==> config.mk <==
export PLATFORM = sky130hd
export DESIGN_NAME = instrDecodeTop
export DESIGN_NICKNAME = d
export VERILOG_FILES = /design/src/hw/rvIsaPkg.sv /design/src/hw/decodeCtrlPkg.sv /design/src/hw/aluOpDecoder.sv /design/src/hw/memSysDecoder.sv /design/src/hw/immGen.sv /design/src/hw/decodeCtrl.sv /design/src/hw/instrDecodeTop.sv
export VERILOG_INCLUDE_DIRS = /design/src /design/src/hw
export SDC_FILE = /design/constraint.sdc
export NUM_CORES = 1
export LEC_CHECK = 0
export BUFFER_PORTS_ARGS = -buffer_cell sky130_fd_sc_hd__buf_4
export CAP_MARGIN = 10
export CORE_MARGIN = 1
export CORE_UTILIZATION = 38
export DETAILED_ROUTE_END_ITERATION = 10
export GPL_ROUTABILITY_DRIVEN = 0
export GPL_TIMING_DRIVEN = 1
export SETUP_SLACK_MARGIN = 0.2
export SLEW_MARGIN = 10
export SYNTH_ARGS = -nofsm -noshare
export SYNTH_HDL_FRONTEND = slang
export SYNTH_SLANG_ARGS = --single-unit
export TNS_END_PERCENT = 5
==> constraint.sdc <==
create_clock -name clk -period 3.3 [get_ports clk]
set_input_delay 0.66 -clock clk [delete_from_list [all_inputs] [get_ports clk]]
set_output_delay 0.66 -clock clk [all_outputs]
set_load 0.01 [all_outputs]
==> src/hw/decode_defs.svh <==
// **************************************************
// widths and register map of the decode slave
// bus is word addressed, four 32-bit registers
// instruction and bus data widths must stay equal
// **************************************************
`ifndef DECODE_DEFS_SVH
`define DECODE_DEFS_SVH

`define ILEN 32            // instruction word
`define XLEN 64            // immediate, RV64
`define WB_DW 32           // wishbone data
`define WB_AW 2            // word address bits

`define ADDR_INSTR 2'd0    // rw, instruction register
`define ADDR_CTRL 2'd1     // ro, masked control word
`define ADDR_IMM_LO 2'd2   // ro, imm[31:0]
`define ADDR_IMM_HI 2'd3   // ro, imm[63:32]

`define NOP_INSTR 32'h0000_0013  // addi x0,x0,0

`endif

==> src/hw/rvIsaPkg.sv <==
// **************************************************
// RV64IM instruction encoding types
// only the opcodes listed here are decoded
// **************************************************
`default_nettype none

package rvIsaPkg;

  typedef enum logic [6:0] {
    opLui    = 7'b0110111,
    opAuipc  = 7'b0010111,
    opJal    = 7'b1101111,
    opJalr   = 7'b1100111,
    opBranch = 7'b1100011,
    opLoad   = 7'b0000011,
    opStore  = 7'b0100011,
    opImm    = 7'b0010011,  // OP-IMM
    opOp     = 7'b0110011,  // OP
    opImm32  = 7'b0011011,  // OP-IMM-32
    opOp32   = 7'b0111011,  // OP-32
    opSystem = 7'b1110011
  } opcode_e;

  // immediate formats, same order as the legacy ExtOp
  typedef enum logic [2:0] {
    fmtI = 3'd0,
    fmtU = 3'd1,
    fmtS = 3'd2,
    fmtB = 3'd3,
    fmtJ = 3'd4,
    fmtR = 3'd5   // no immediate
  } immFmt_e;

  typedef struct packed {
    logic [6:0] funct7;
    logic [4:0] rs2;
    logic [4:0] rs1;
    logic [2:0] funct3;
    logic [4:0] rd;
    opcode_e    opcode;
  } rFields_t;

  typedef struct packed {
    logic [6:0] immHi;  // inst[31:25]
    logic [4:0] rs2;
    logic [4:0] rs1;
    logic [2:0] funct3;
    logic [4:0] immLo;  // inst[11:7]
    opcode_e    opcode;
  } sFields_t;

  // one instruction word, two field views
  typedef union packed {
    rFields_t rView;  // decoders
    sFields_t sView;  // immediate assembly
  } rvInstr_u;

endpackage

`default_nettype wire

==> src/hw/decodeCtrlPkg.sv <==
// **************************************************
// decoder output and bus types
// aluOp_e numbering follows the existing ALU
// control word is 30 bits, zero-extended on reads
// **************************************************
`default_nettype none

`include "decode_defs.svh"

package decodeCtrlPkg;
  import rvIsaPkg::*;

  // bit4 word form, bit3 alternate op, low bits funct3 for the base set
  typedef enum logic [4:0] {
    aluAdd = 5'd0, aluSll = 5'd1, aluSlt = 5'd2, aluSltu = 5'd3,
    aluXor = 5'd4, aluSrl = 5'd5, aluOr = 5'd6, aluAnd = 5'd7,
    aluSub = 5'd8, aluMul = 5'd9, aluDiv = 5'd10, aluDivu = 5'd11,
    aluRem = 5'd12, aluSra = 5'd13, aluRemu = 5'd14, aluPassB = 5'd15,
    aluAddw = 5'd16, aluSllw = 5'd17, aluSrlw = 5'd21, aluSubw = 5'd24,
    aluMulw = 5'd25, aluDivw = 5'd26, aluDivuw = 5'd27, aluRemw = 5'd28,
    aluSraw = 5'd29, aluRemuw = 5'd30
  } aluOp_e;

  typedef enum logic [2:0] {
    brNone = 3'd0, brJal = 3'd1, brJalr = 3'd2,
    brEq = 3'd4, brNe = 3'd5, brLt = 3'd6, brGe = 3'd7
  } branch_e;

  typedef enum logic [2:0] {
    memWord = 3'd0, memByte = 3'd1, memHalf = 3'd2, memDouble = 3'd3,
    memWordU = 3'd4, memByteU = 3'd5, memHalfU = 3'd6
  } memOp_e;

  typedef enum logic [1:0] {csrRw = 2'd0, csrSet = 2'd1, csrClear = 2'd2} csrOp_e;

  typedef enum logic [1:0] {
    mulLow = 2'd0, mulHighSS = 2'd1, mulHighSU = 2'd2, mulHighUU = 2'd3
  } mulOp_e;

  typedef struct packed {
    logic       aluSrcA;  // 0 pc, 1 rs1
    logic [1:0] aluSrcB;  // 0 rs2, 1 imm, 2 const 4
    aluOp_e     aluOp;
    mulOp_e     mulOp;
    branch_e    branch;
    immFmt_e    immFmt;
  } aluCtrl_t;

  typedef struct packed {
    memOp_e memOp;
    logic   memToReg;
    logic   memWen;
    logic   regWen;
    logic   csrWen;
    logic   csrToReg;
    csrOp_e csrOp;
    logic   ecall;
    logic   ebreak;
    logic   mret;
  } memSysCtrl_t;

  typedef struct packed {
    aluCtrl_t    alu;
    memSysCtrl_t memSys;
    logic        illegal;  // lsb of the read word
  } ctrlWord_t;

  typedef struct packed {
    logic             cyc;
    logic             stb;
    logic             we;
    logic [`WB_AW-1:0] adr;  // word address
    logic [`WB_DW-1:0] dat;
  } wbReq_t;

  typedef struct packed {
    logic             ack;
    logic [`WB_DW-1:0] dat;
  } wbRsp_t;

endpackage

`default_nettype wire

==> src/hw/aluOpDecoder.sv <==
// **************************************************
// ALU side decode, purely combinational
// owns opcode legality and the ALU, branch and jump
// funct checks; unknown funct7 on OP falls back to
// the base op as the existing ALU expects
// **************************************************
`default_nettype none

module aluOpDecoder import rvIsaPkg::*, decodeCtrlPkg::*; (
  input  rvInstr_u instr,
  output aluCtrl_t aluCtrl,
  output logic     aluLegal
);

  logic [2:0] funct3;
  logic [6:0] funct7;
  logic       altBit;    // inst[30]
  logic       isMulDiv;  // M-extension funct7
  logic       isSubFn7;  // sub/subw funct7

  // base and word ops are {word, alt, funct3}
  function automatic aluOp_e intOp(input logic word, input logic alt, input logic [2:0] f3);
    return aluOp_e'({word, alt, f3});
  endfunction

  assign funct3   = instr.rView.funct3;
  assign funct7   = instr.rView.funct7;
  assign altBit   = funct7[5];
  assign isMulDiv = (funct7 == 7'b0000001);
  assign isSubFn7 = (funct7 == 7'b0100000);

  always_comb begin
    aluCtrl.aluSrcA = 1'b1;
    aluCtrl.aluSrcB = 2'd0;
    aluCtrl.aluOp   = aluAdd;
    aluCtrl.mulOp   = mulLow;
    aluCtrl.branch  = brNone;
    aluCtrl.immFmt  = fmtR;
    aluLegal        = 1'b1;
    case (instr.rView.opcode)
      opLui: begin
        aluCtrl.aluSrcB = 2'd1;
        aluCtrl.aluOp   = aluPassB;  // result is the U immediate
        aluCtrl.immFmt  = fmtU;
      end
      opAuipc: begin
        aluCtrl.aluSrcA = 1'b0;  // pc + imm
        aluCtrl.aluSrcB = 2'd1;
        aluCtrl.immFmt  = fmtU;
      end
      opJal, opJalr: begin
        aluCtrl.aluSrcA = 1'b0;  // link = pc + 4
        aluCtrl.aluSrcB = 2'd2;
        aluCtrl.branch  = (instr.rView.opcode == opJal) ? brJal : brJalr;
        aluCtrl.immFmt  = (instr.rView.opcode == opJal) ? fmtJ : fmtI;
      end
      opImm: begin
        aluCtrl.aluSrcB = 2'd1;
        aluCtrl.immFmt  = fmtI;
        aluCtrl.aluOp   = intOp(1'b0, altBit && funct3 == 3'b101, funct3);  // srai only
      end
      opImm32: begin
        aluCtrl.aluSrcB = 2'd1;
        aluCtrl.immFmt  = fmtI;
        if (funct3 == 3'b000) aluCtrl.aluOp = aluAddw;
        else if (funct3 == 3'b001) aluCtrl.aluOp = aluSllw;
        else aluCtrl.aluOp = intOp(1'b1, altBit, 3'b101);  // srliw/sraiw
      end
      opOp: begin
        if (isMulDiv) begin
          if (!funct3[2]) begin
            aluCtrl.aluOp = aluMul;
            aluCtrl.mulOp = mulOp_e'(funct3[1:0]);  // mul, mulh, mulhsu, mulhu
          end else begin
            case (funct3[1:0])
              2'b00:   aluCtrl.aluOp = aluDiv;
              2'b01:   aluCtrl.aluOp = aluDivu;
              2'b10:   aluCtrl.aluOp = aluRem;
              default: aluCtrl.aluOp = aluRemu;
            endcase
          end
        end else begin
          aluCtrl.aluOp = intOp(1'b0,
                                (funct3 == 3'b000 && isSubFn7) || (funct3 == 3'b101 && altBit),
                                funct3);
        end
      end
      opOp32: begin
        if (isMulDiv) begin
          case (funct3)
            3'b000:  aluCtrl.aluOp = aluMulw;
            3'b100:  aluCtrl.aluOp = aluDivw;
            3'b101:  aluCtrl.aluOp = aluDivuw;
            3'b110:  aluCtrl.aluOp = aluRemw;
            3'b111:  aluCtrl.aluOp = aluRemuw;
            default: aluLegal = 1'b0;  // no mulhw in RV64M
          endcase
        end else if (funct3 == 3'b000) begin
          aluCtrl.aluOp = isSubFn7 ? aluSubw : aluAddw;
        end else if (funct3 == 3'b001) begin
          aluCtrl.aluOp = aluSllw;
        end else begin
          aluCtrl.aluOp = intOp(1'b1, altBit, 3'b101);  // srlw/sraw
        end
      end
      opBranch: begin
        aluCtrl.immFmt = fmtB;
        aluCtrl.aluOp  = funct3[1] ? aluSltu : aluSlt;  // bltu/bgeu compare unsigned
        case (funct3)
          3'b000:         aluCtrl.branch = brEq;
          3'b001:         aluCtrl.branch = brNe;
          3'b100, 3'b110: aluCtrl.branch = brLt;
          3'b101, 3'b111: aluCtrl.branch = brGe;
          default:        aluLegal = 1'b0;
        endcase
      end
      opLoad, opSystem: begin
        aluCtrl.aluSrcB = 2'd1;  // rs1 + imm
        aluCtrl.immFmt  = fmtI;
      end
      opStore: begin
        aluCtrl.aluSrcB = 2'd1;
        aluCtrl.immFmt  = fmtS;
      end
      default: aluLegal = 1'b0;  // unknown opcode
    endcase
  end

endmodule

`default_nettype wire

==> src/hw/memSysDecoder.sv <==
// **************************************************
// memory, writeback, CSR and trap decode
// combinational; opcode legality is checked by
// the ALU decoder, so regWen defaults high here
// **************************************************
`default_nettype none

module memSysDecoder import rvIsaPkg::*, decodeCtrlPkg::*; (
  input  rvInstr_u    instr,
  output memSysCtrl_t memSysCtrl,
  output logic        memSysLegal
);

  logic [2:0]  funct3;
  logic [11:0] funct12;  // inst[31:20]

  // load/store width from funct3, bit2 marks zero-extend
  function automatic memOp_e widthOp(input logic [2:0] f3);
    case (f3)
      3'b000:  return memByte;
      3'b001:  return memHalf;
      3'b011:  return memDouble;
      3'b100:  return memByteU;
      3'b101:  return memHalfU;
      3'b110:  return memWordU;
      default: return memWord;  // lw, and the unused 111
    endcase
  endfunction

  assign funct3  = instr.rView.funct3;
  assign funct12 = {instr.rView.funct7, instr.rView.rs2};

  always_comb begin
    memSysCtrl.memOp    = memWord;
    memSysCtrl.memToReg = 1'b0;
    memSysCtrl.memWen   = 1'b0;
    memSysCtrl.regWen   = 1'b1;
    memSysCtrl.csrWen   = 1'b0;
    memSysCtrl.csrToReg = 1'b0;
    memSysCtrl.csrOp    = csrRw;
    memSysCtrl.ecall    = 1'b0;
    memSysCtrl.ebreak   = 1'b0;
    memSysCtrl.mret     = 1'b0;
    memSysLegal         = 1'b1;
    case (instr.rView.opcode)
      opLoad: begin
        memSysCtrl.memOp    = widthOp(funct3);
        memSysCtrl.memToReg = 1'b1;
        if (funct3 == 3'b111) memSysLegal = 1'b0;  // no ldu
      end
      opStore: begin
        memSysCtrl.memOp  = widthOp(funct3);
        memSysCtrl.memWen = 1'b1;
        memSysCtrl.regWen = 1'b0;
        if (funct3[2]) memSysLegal = 1'b0;  // sb..sd only
      end
      opBranch: memSysCtrl.regWen = 1'b0;
      opSystem: begin
        case (funct3)
          3'b000: begin
            memSysCtrl.regWen = 1'b0;  // traps write nothing
            case (funct12)
              12'h000: memSysCtrl.ecall  = 1'b1;
              12'h001: memSysCtrl.ebreak = 1'b1;
              12'h302: memSysCtrl.mret   = 1'b1;
              default: memSysLegal       = 1'b0;
            endcase
          end
          3'b001, 3'b010, 3'b011: begin
            memSysCtrl.csrWen   = 1'b1;
            memSysCtrl.csrToReg = 1'b1;  // rd gets old csr
            memSysCtrl.csrOp    = csrOp_e'(funct3[1:0] - 2'd1);  // rw, set, clear
          end
          default: memSysLegal = 1'b0;  // no csr*i forms
        endcase
      end
      default: ;
    endcase
  end

endmodule

`default_nettype wire

==> src/hw/immGen.sv <==
// **************************************************
// 64-bit immediate builder
// sign taken from inst[31]; format R yields zero
// **************************************************
`default_nettype none

`include "decode_defs.svh"

module immGen import rvIsaPkg::*; (
  input  rvInstr_u          instr,
  input  immFmt_e           immFmt,
  output logic [`XLEN-1:0] imm
);

  sFields_t f;
  logic     sign;

  assign f    = instr.sView;
  assign sign = f.immHi[6];  // inst[31]

  always_comb begin
    case (immFmt)
      fmtI: imm = {{(`XLEN-12){sign}}, f.immHi, f.rs2};  // inst[31:20]
      fmtS: imm = {{(`XLEN-12){sign}}, f.immHi, f.immLo};
      fmtB: imm = {{(`XLEN-12){sign}}, f.immLo[0], f.immHi[5:0], f.immLo[4:1], 1'b0};
      fmtU: imm = {{(`XLEN-32){sign}}, f.immHi, f.rs2, f.rs1, f.funct3, 12'h000};
      fmtJ: begin
        // imm[19:12] sits in rs1/funct3, imm[11] in rs2[0]
        imm = {{(`XLEN-20){sign}}, f.rs1, f.funct3, f.rs2[0], f.immHi[5:0], f.rs2[4:1], 1'b0};
      end
      default: imm = '0;  // R, nothing to extend
    endcase
  end

endmodule

`default_nettype wire

==> src/hw/decodeCtrl.sv <==
// **************************************************
// wishbone classic slave, single transfers only
// ack one cycle after cyc&stb, never stalls
// writes outside ADDR_INSTR are acked and dropped
// illegal decodes read back with write enables low
// **************************************************
`default_nettype none

`include "decode_defs.svh"

module decodeCtrl import rvIsaPkg::*, decodeCtrlPkg::*; (
  input  logic              clk,
  input  logic              reset,
  input  wbReq_t            wbReq,
  output wbRsp_t            wbRsp,
  output rvInstr_u          instr,
  input  aluCtrl_t          aluCtrl,
  input  logic              aluLegal,
  input  memSysCtrl_t       memSysCtrl,
  input  logic              memSysLegal,
  input  logic [`XLEN-1:0] imm
);

  rvInstr_u          instrReg;
  logic              ackReg;
  logic [`WB_DW-1:0] rdData;   // registered read data
  logic [`WB_DW-1:0] readMux;
  logic              reqValid; // new transfer this cycle
  logic              illegal;
  ctrlWord_t         ctrlWord;

  assign reqValid = wbReq.cyc && wbReq.stb && !ackReg;  // skip the held cycle under ack
  assign illegal  = !(aluLegal && memSysLegal);

  always_comb begin
    ctrlWord.alu     = aluCtrl;
    ctrlWord.memSys  = memSysCtrl;
    ctrlWord.illegal = illegal;
    if (illegal) begin
      ctrlWord.memSys.regWen = 1'b0;  // no side effects
      ctrlWord.memSys.memWen = 1'b0;
      ctrlWord.memSys.csrWen = 1'b0;
    end
  end

  always_comb begin
    case (wbReq.adr)
      `ADDR_INSTR:  readMux = instrReg;
      `ADDR_CTRL:   readMux = {{(`WB_DW - $bits(ctrlWord_t)){1'b0}}, ctrlWord};
      `ADDR_IMM_LO: readMux = imm[`WB_DW-1:0];
      default:      readMux = imm[`XLEN-1:`WB_DW];  // ADDR_IMM_HI
    endcase
  end

  always_ff @(posedge clk) begin
    if (reset) begin
      ackReg   <= 1'b0;
      rdData   <= '0;
      instrReg <= `NOP_INSTR;
    end else begin
      ackReg <= reqValid;
      if (reqValid && wbReq.we && wbReq.adr == `ADDR_INSTR)
        instrReg <= wbReq.dat[`ILEN-1:0];  // decoders see it next cycle
      if (reqValid && !wbReq.we)
        rdData <= readMux;
    end
  end

  assign instr     = instrReg;
  assign wbRsp.ack = ackReg;
  assign wbRsp.dat = rdData;

endmodule

`default_nettype wire

==> src/hw/instrDecodeTop.sv <==
// **************************************************
// decode unit top, bus slave plus three decoders
// no execution, register file or CSR storage
// **************************************************
`default_nettype none

`include "decode_defs.svh"

module instrDecodeTop import rvIsaPkg::*, decodeCtrlPkg::*; (
  input  logic   clk,
  input  logic   reset,
  input  wbReq_t wbReq,
  output wbRsp_t wbRsp
);

  rvInstr_u          instr;
  aluCtrl_t          aluCtrl;
  logic              aluLegal;
  memSysCtrl_t       memSysCtrl;
  logic              memSysLegal;
  logic [`XLEN-1:0] imm;

  decodeCtrl uCtrl (
    .clk        (clk),
    .reset      (reset),
    .wbReq      (wbReq),
    .wbRsp      (wbRsp),
    .instr      (instr),
    .aluCtrl    (aluCtrl),
    .aluLegal   (aluLegal),
    .memSysCtrl (memSysCtrl),
    .memSysLegal(memSysLegal),
    .imm        (imm)
  );

  aluOpDecoder uAluDec (.instr(instr), .aluCtrl(aluCtrl), .aluLegal(aluLegal));

  memSysDecoder uMemSysDec (.instr(instr), .memSysCtrl(memSysCtrl), .memSysLegal(memSysLegal));

  immGen uImmGen (.instr(instr), .immFmt(aluCtrl.immFmt), .imm(imm));  // format from ALU side

endmodule

`default_nettype wire

### Word level (Yosys, flattened, before mapping)

Cells that the tools add are included.

| operators by class | value |
|---|---|
| add/sub/neg operators | 1 |
| equal/unequal tests | 31 |
| mux-type cells | 45 |
| reductions and logical operators | 31 |

Operators by type and width:

| kind | count |
|---|---|
| 64-bit one-hot mux with 5 select lines | 1 |
| 32-bit one-hot mux with 3 select lines | 1 |
| 7-bit by 6-bit equality test with 1-bit output, second input constant | 5 |
| 5-bit one-hot mux with 6 select lines | 1 |
| 7-bit equality test, second input constant | 4 |
| 5-bit one-hot mux with 5 select lines | 1 |
| 7-bit by 5-bit equality test with 1-bit output, second input constant | 3 |
| 5-bit 2-to-1 mux | 4 |
| 3-bit one-hot mux with 6 select lines | 1 |
| 3-bit equality test, second input constant | 5 |
| 3-bit 2-to-1 mux | 5 |
| 3-bit one-hot mux with 5 select lines | 1 |
| 1-bit 2-to-1 mux | 14 |
| 12-bit by 1-bit equality test with 1-bit output, second input constant | 1 |
| 12-bit by 10-bit equality test with 1-bit output, second input constant | 1 |
| 3-bit by 2-bit equality test with 1-bit output, second input constant | 4 |
| 12-bit logical NOT | 1 |
| 4-bit 2-to-1 mux | 3 |
| 3-bit one-hot mux with 4 select lines | 1 |
| 2-bit OR reduction | 6 |
| 10-bit OR reduction | 1 |
| 3-bit one-hot mux with 3 select lines | 1 |
| 3-bit OR reduction | 3 |
| 1-bit logical AND | 8 |
| other kinds (20) | 32 |

| storage, ports and cells | value |
|---|---|
| register bits after elaboration | 65 |
| input port bits | 39 |
| output and inout port bits | 33 |
| word-level logic and storage cells | 111 |

### Longest topological paths before layout

| logic depth | value |
|---|---|
| word-level depth | 8 |
| gate-level depth with buffers | 8 |
| mapped depth without buffers | 7 |

### Cells and area by module

Synthesis repeated with hierarchy kept, for this count alone.

| unflattened totals | value |
|---|---|
| cell total of the unflattened synthesis | 538 |
| area total of the unflattened synthesis | 4818.4 um^2 |

By module, submodules not included:

| module | times used | cells an instance | area an instance (um^2) | seq. area each (um^2) |
|---|---|---|---|---|
| decodeCtrl | 1 | 280 | 3051.7 | 1301.2 |
| immGen | 1 | 106 | 790.8 | 0.0 |
| aluOpDecoder | 1 | 105 | 654.4 | 0.0 |
| memSysDecoder | 1 | 47 | 321.6 | 0.0 |

### Worst setup path after synthesis

OpenSTA, ideal clock, no wires.

| path | value |
|---|---|
| path type | flip-flop to flip-flop |
| from | register uCtrl.instrReg (netlist bit uCtrl.instr[13]) |
| to | register uCtrl.rdData[0] |
| setup time | 74 ps |
| arrival | 2117 ps |
| required time | 3226 ps |
| path slack | 1109 ps |
| cell stages (with the launch flop) | 9 |
| path buffers | 1 |
| clock period less this slack | 2191 ps |
| cell sequence | dfxtp_1 inv_1 ha_1 clkbuf_1 nor3_1 o2111ai_1 a211o_1 a311o_1 a31oi_1 |

| between the ends | value |
|---|---|
| longest elaborated chain between the ends | 8 |

RTL lines:

| item | line | source |
|---|---|---|
| start: declaration | decodeCtrl.sv:24 | `rvInstr_u instrReg;` |
| start signal: assignment | decodeCtrl.sv:59 | `` instrReg <= `NOP_INSTR; `` |
| start signal: assignment | decodeCtrl.sv:63 | `` instrReg <= wbReq.dat[`ILEN-1:0]; `` |
| 3-bit equality test (tied with other cells) | aluOpDecoder.sv:90, aluOpDecoder.sv:109 |  |
| 5-bit OR reduction (no line) | - |  |
| 1-bit 2-to-1 mux | aluOpDecoder.sv:90 | `case (funct3)` |
| 1-bit 2-to-1 mux | aluOpDecoder.sv:89 | `if (isMulDiv) begin` |
| 1-bit one-hot mux with 3 select lines | aluOpDecoder.sv:40 | `case (instr.rView.opcode)` |
| 1-bit logical AND (*) | decodeCtrl.sv:33 | `assign illegal = !(aluLegal && memSysLegal);` |
| 1-bit logical NOT (*) | decodeCtrl.sv:33 |  |
| 32-bit one-hot mux with 3 select lines (*) | decodeCtrl.sv:47 | `case (wbReq.adr)` |
| end signal: assignment | decodeCtrl.sv:65 | `rdData <= readMux;` |
| end: declaration | decodeCtrl.sv:26 | `` logic [`WB_DW-1:0] rdData; `` |

Mark *: on every way between the ends. The rest lies on a longest branch, timed or not.
A chain may end at the register's enable or synchronous reset.

### Worst setup path in the final report

| path | value |
|---|---|
| from | register uCtrl.instrReg (netlist bit uCtrl.instr[4]) |
| to | register uCtrl.rdData[12] |

| between the ends | value |
|---|---|
| longest elaborated chain between the ends | 6 |

RTL lines:

| item | line | source |
|---|---|---|
| 7-bit by 2-bit equality test with 1-bit output (tied with other cells) | aluOpDecoder.sv:40, memSysDecoder.sv:45 |  |
| 4-bit OR reduction (no line) (tied with other cells) | - |  |
| 3-bit one-hot mux with 5 select lines | aluOpDecoder.sv:40 |  |
| 3-bit equality test (tied with other cells) | immGen.sv:22 | `case (immFmt)` |
| 64-bit one-hot mux with 5 select lines | immGen.sv:22 |  |
| 32-bit one-hot mux with 3 select lines (*) | decodeCtrl.sv:47 |  |

Marked as above.

==> impl_metrics.toml <==
[run_status]
status = "complete, no violations"

[clock_network]
ctsResizeCount = 0
clk_pin_slew_ns = 0.08
clock_sinks = 65
postCtsSetupBuffers = 0
cts_root_buffer = "clkbuf_8"
ctsHoldBuffers = 0
cts_tree = "done"
numCtsBuffers = 9
clockBufferDepth = 2
cts_max_level = 3
clock_latency_ns = 0.36

[floorplan]
pin_count = 72
die_w_um = 108
dieArea_um2 = 11600
die_h_um = 108
initial_core_util = 0.391
core-area_um2 = 10800
fp-row-count = 38

[layout]
synthToLayoutAreaGrowth_pct = 18.6
drive_gt1_frac = 0.224
final_common_cell = "nand2_1"
regArea_um2 = 1300
layout.nets = 646
layout.cells.non_filler = 747
multi_input_comb_area_um2 = 2660
antenna_cells = 0
final_cell_mix = "nand2_1, buf_4, dfxtp_1, nor2_1, a21oi_1"
fillers = 1168

[route]
vias = 4527
ant_nets = 0
dr.first_iter.drc_count = 483
via_per_inst = 6.06
avgRoutedWirePerCell_um = 18.9
detail_route.drc_violations = 0
firstDrtPassIters = 6
routed_wl_um = 14100

[worst_setup_path]
path_max_fanout = 23
cp_slowest_cell = "dfxtp_1"
rr_startpoint = "uCtrl.instr[4]"
arrival_ns = 3.17
cp-startpoint = "uCtrl.instr[4]"
crit_path_cell_trace = "nand2b_1 -> o211ai_2 -> nand2_1 -> o41a_1 -> buf_4 -> a41oi_1"
endpoint_kind = "register"
slowest_delay_ns = 0.79
crit_required_ns = 3.57
critical_path_class = "reg -> reg"
ff2ff_path_depth = 6
start_kind = "register"

[worst_hold_path]
hold_start = "uCtrl.rdData[31]"
min_path_cells = 2
hold_class = "reg -> reg"

[power]
power_density_nw_per_um2 = 329
clkPwrFrac = 0.350
leakage_uw = 0.00183
p_sw_frac = 0.282
power.switching_uw = 467
cellInternalPower_uw = 1190
p_total_uw = 1650
ir_drop_mv = 0.173
pwr-share-comb = 0.149
seq_power_share = 0.501

[yosys]
ys_types = 79
synth_fp_nets = 592
synth_area_per_cell_um2 = 7.74
synth-warning-count = 0
ys_async_sr_fraction = 0
netlist_area_um2 = 4240
synth_flop_cell = "dfxtp_1"
synth_seq_area_share = 0.307
synth_edf_count = 0
synth-seq-cells = 65
syn_inst = 548

[sta]
hold_viol = 0
setup_viol_count_final = 0
period_share = 0.876
slew_viol_final = 0
worst_slew_pin_slew_ns = 1.15
fmax_mhz = 346
relSlewSlack = 0.231
tns_ns = 0
fin_crit_ns = 2.89
rsz0062_at_grt = "no"
worst_slack_ns = 0.409
finClkSkew_ns = 0.0159

[place]
dp_hpwl_um = 10100
place_inst = 731
place_ws_ns = 0.499
port_buffers = 71

[grt]
grt_pass1_vias = 4325
grt_first_pass_wirelength_um = 22700
grt_max_degree = 62
antenna_found_initial = 0
grt.total_usage = 0.256
gr-total-overflow = 0

[flow_run]
max_cap_viol_count = 0
[sequential cells by signal, indices dropped and copies added (netlist names)]
signal / flops
uCtrl.instr: 32
uCtrl.rdData: 32
uCtrl.ackReg: 1
[worst paths after layout]
check / end / slack, ns
max: uCtrl.rdData[12] / 0.41
min: uCtrl.rdData[31] / 0.46
max reg2reg: uCtrl.rdData[12] / 0.41
min reg2reg: uCtrl.rdData[31] / 0.46
[logic make-up after synthesis]
family | Yosys count | synth area share
compound gates | 171 | 0.315
buf+inv | 61 | 0.0664
flops | 65 | 0.307
xor+xnor | 1 | 0.00207
simple gates | 242 | 0.288
mux | 3 | 0.00767
fa+ha+maj | 5 | 0.0147
[metal layers]
layer / routed length, um / track usage
met1: 6390 / 0.344
met2: 6050 / 0.384
met3: 1270 / 0.0690
met4: 408 / 0.103
met5: 0 / 0
[area by class of cell]
| type | instances | area share |
|---|---|---|
| inverters | 12 | 0.00896 |
| repair buffers | 92 | 0.137 |
| clock buffers | 12 | 0.0269 |
| clock inverters | 4 | 0.00398 |
| well taps | 140 | 0.0348 |
| flip-flops and latches | 65 | 0.259 |
| multi-input cells | 422 | 0.529 |
[worst max-delay path: cells and delay by family, from the launching register on]
| family | cells | cell delay, ns |
|---|---|---|
| buffers and inverters | 1 | 0.34 |
| DFF | 1 | 0.79 |
| AOI/OAI and AO/OA | 3 | 1.22 |
| and+or+nand+nor | 2 | 0.44 |
[synthesized netlist by cell type, types with 13 or more instances]
| master | n | share of area |
|---|---|---|
| nand3_1 | 15 | 0.018 |
| buf_2 | 15 | 0.018 |
| nor3_1 | 15 | 0.018 |
| a21oi_1 | 39 | 0.046 |
| dfxtp_1 | 65 | 0.31 |
| a311oi_1 | 13 | 0.027 |
| nor2_1 | 46 | 0.041 |
| a311oi_2 | 13 | 0.046 |
| clkbuf_1 | 26 | 0.023 |
| nand2_1 | 100 | 0.088 |
| a21o_1 | 15 | 0.027 |
| o21ai_0 | 15 | 0.018 |
[metrics by stage]
step	hold WS [ns]	utilization	area [um2]
after floorplan	0.440	-	4240
after global placement	0.455	0.450	4870
after detailed placement	0.459	0.450	4870
after CTS	0.467	0.464	5030
after global routing	0.494	0.464	5030
final	0.464	0.464	5030
[power by group through the flow]
| stage | registers [uW] | logic (uW) | clock network (uW) |
|---|---|---|---|
| global placement | 845 | 242 | 0 |
| finish | 829 | 246 | 579 |
| CTS | 829 | 245 | 584 |
| floorplan | 847 | 139 | 0 |
| detailed placement | 847 | 244 | 0 |
| global route | 832 | 266 | 626 |
(Power assumes the default switching activity.)
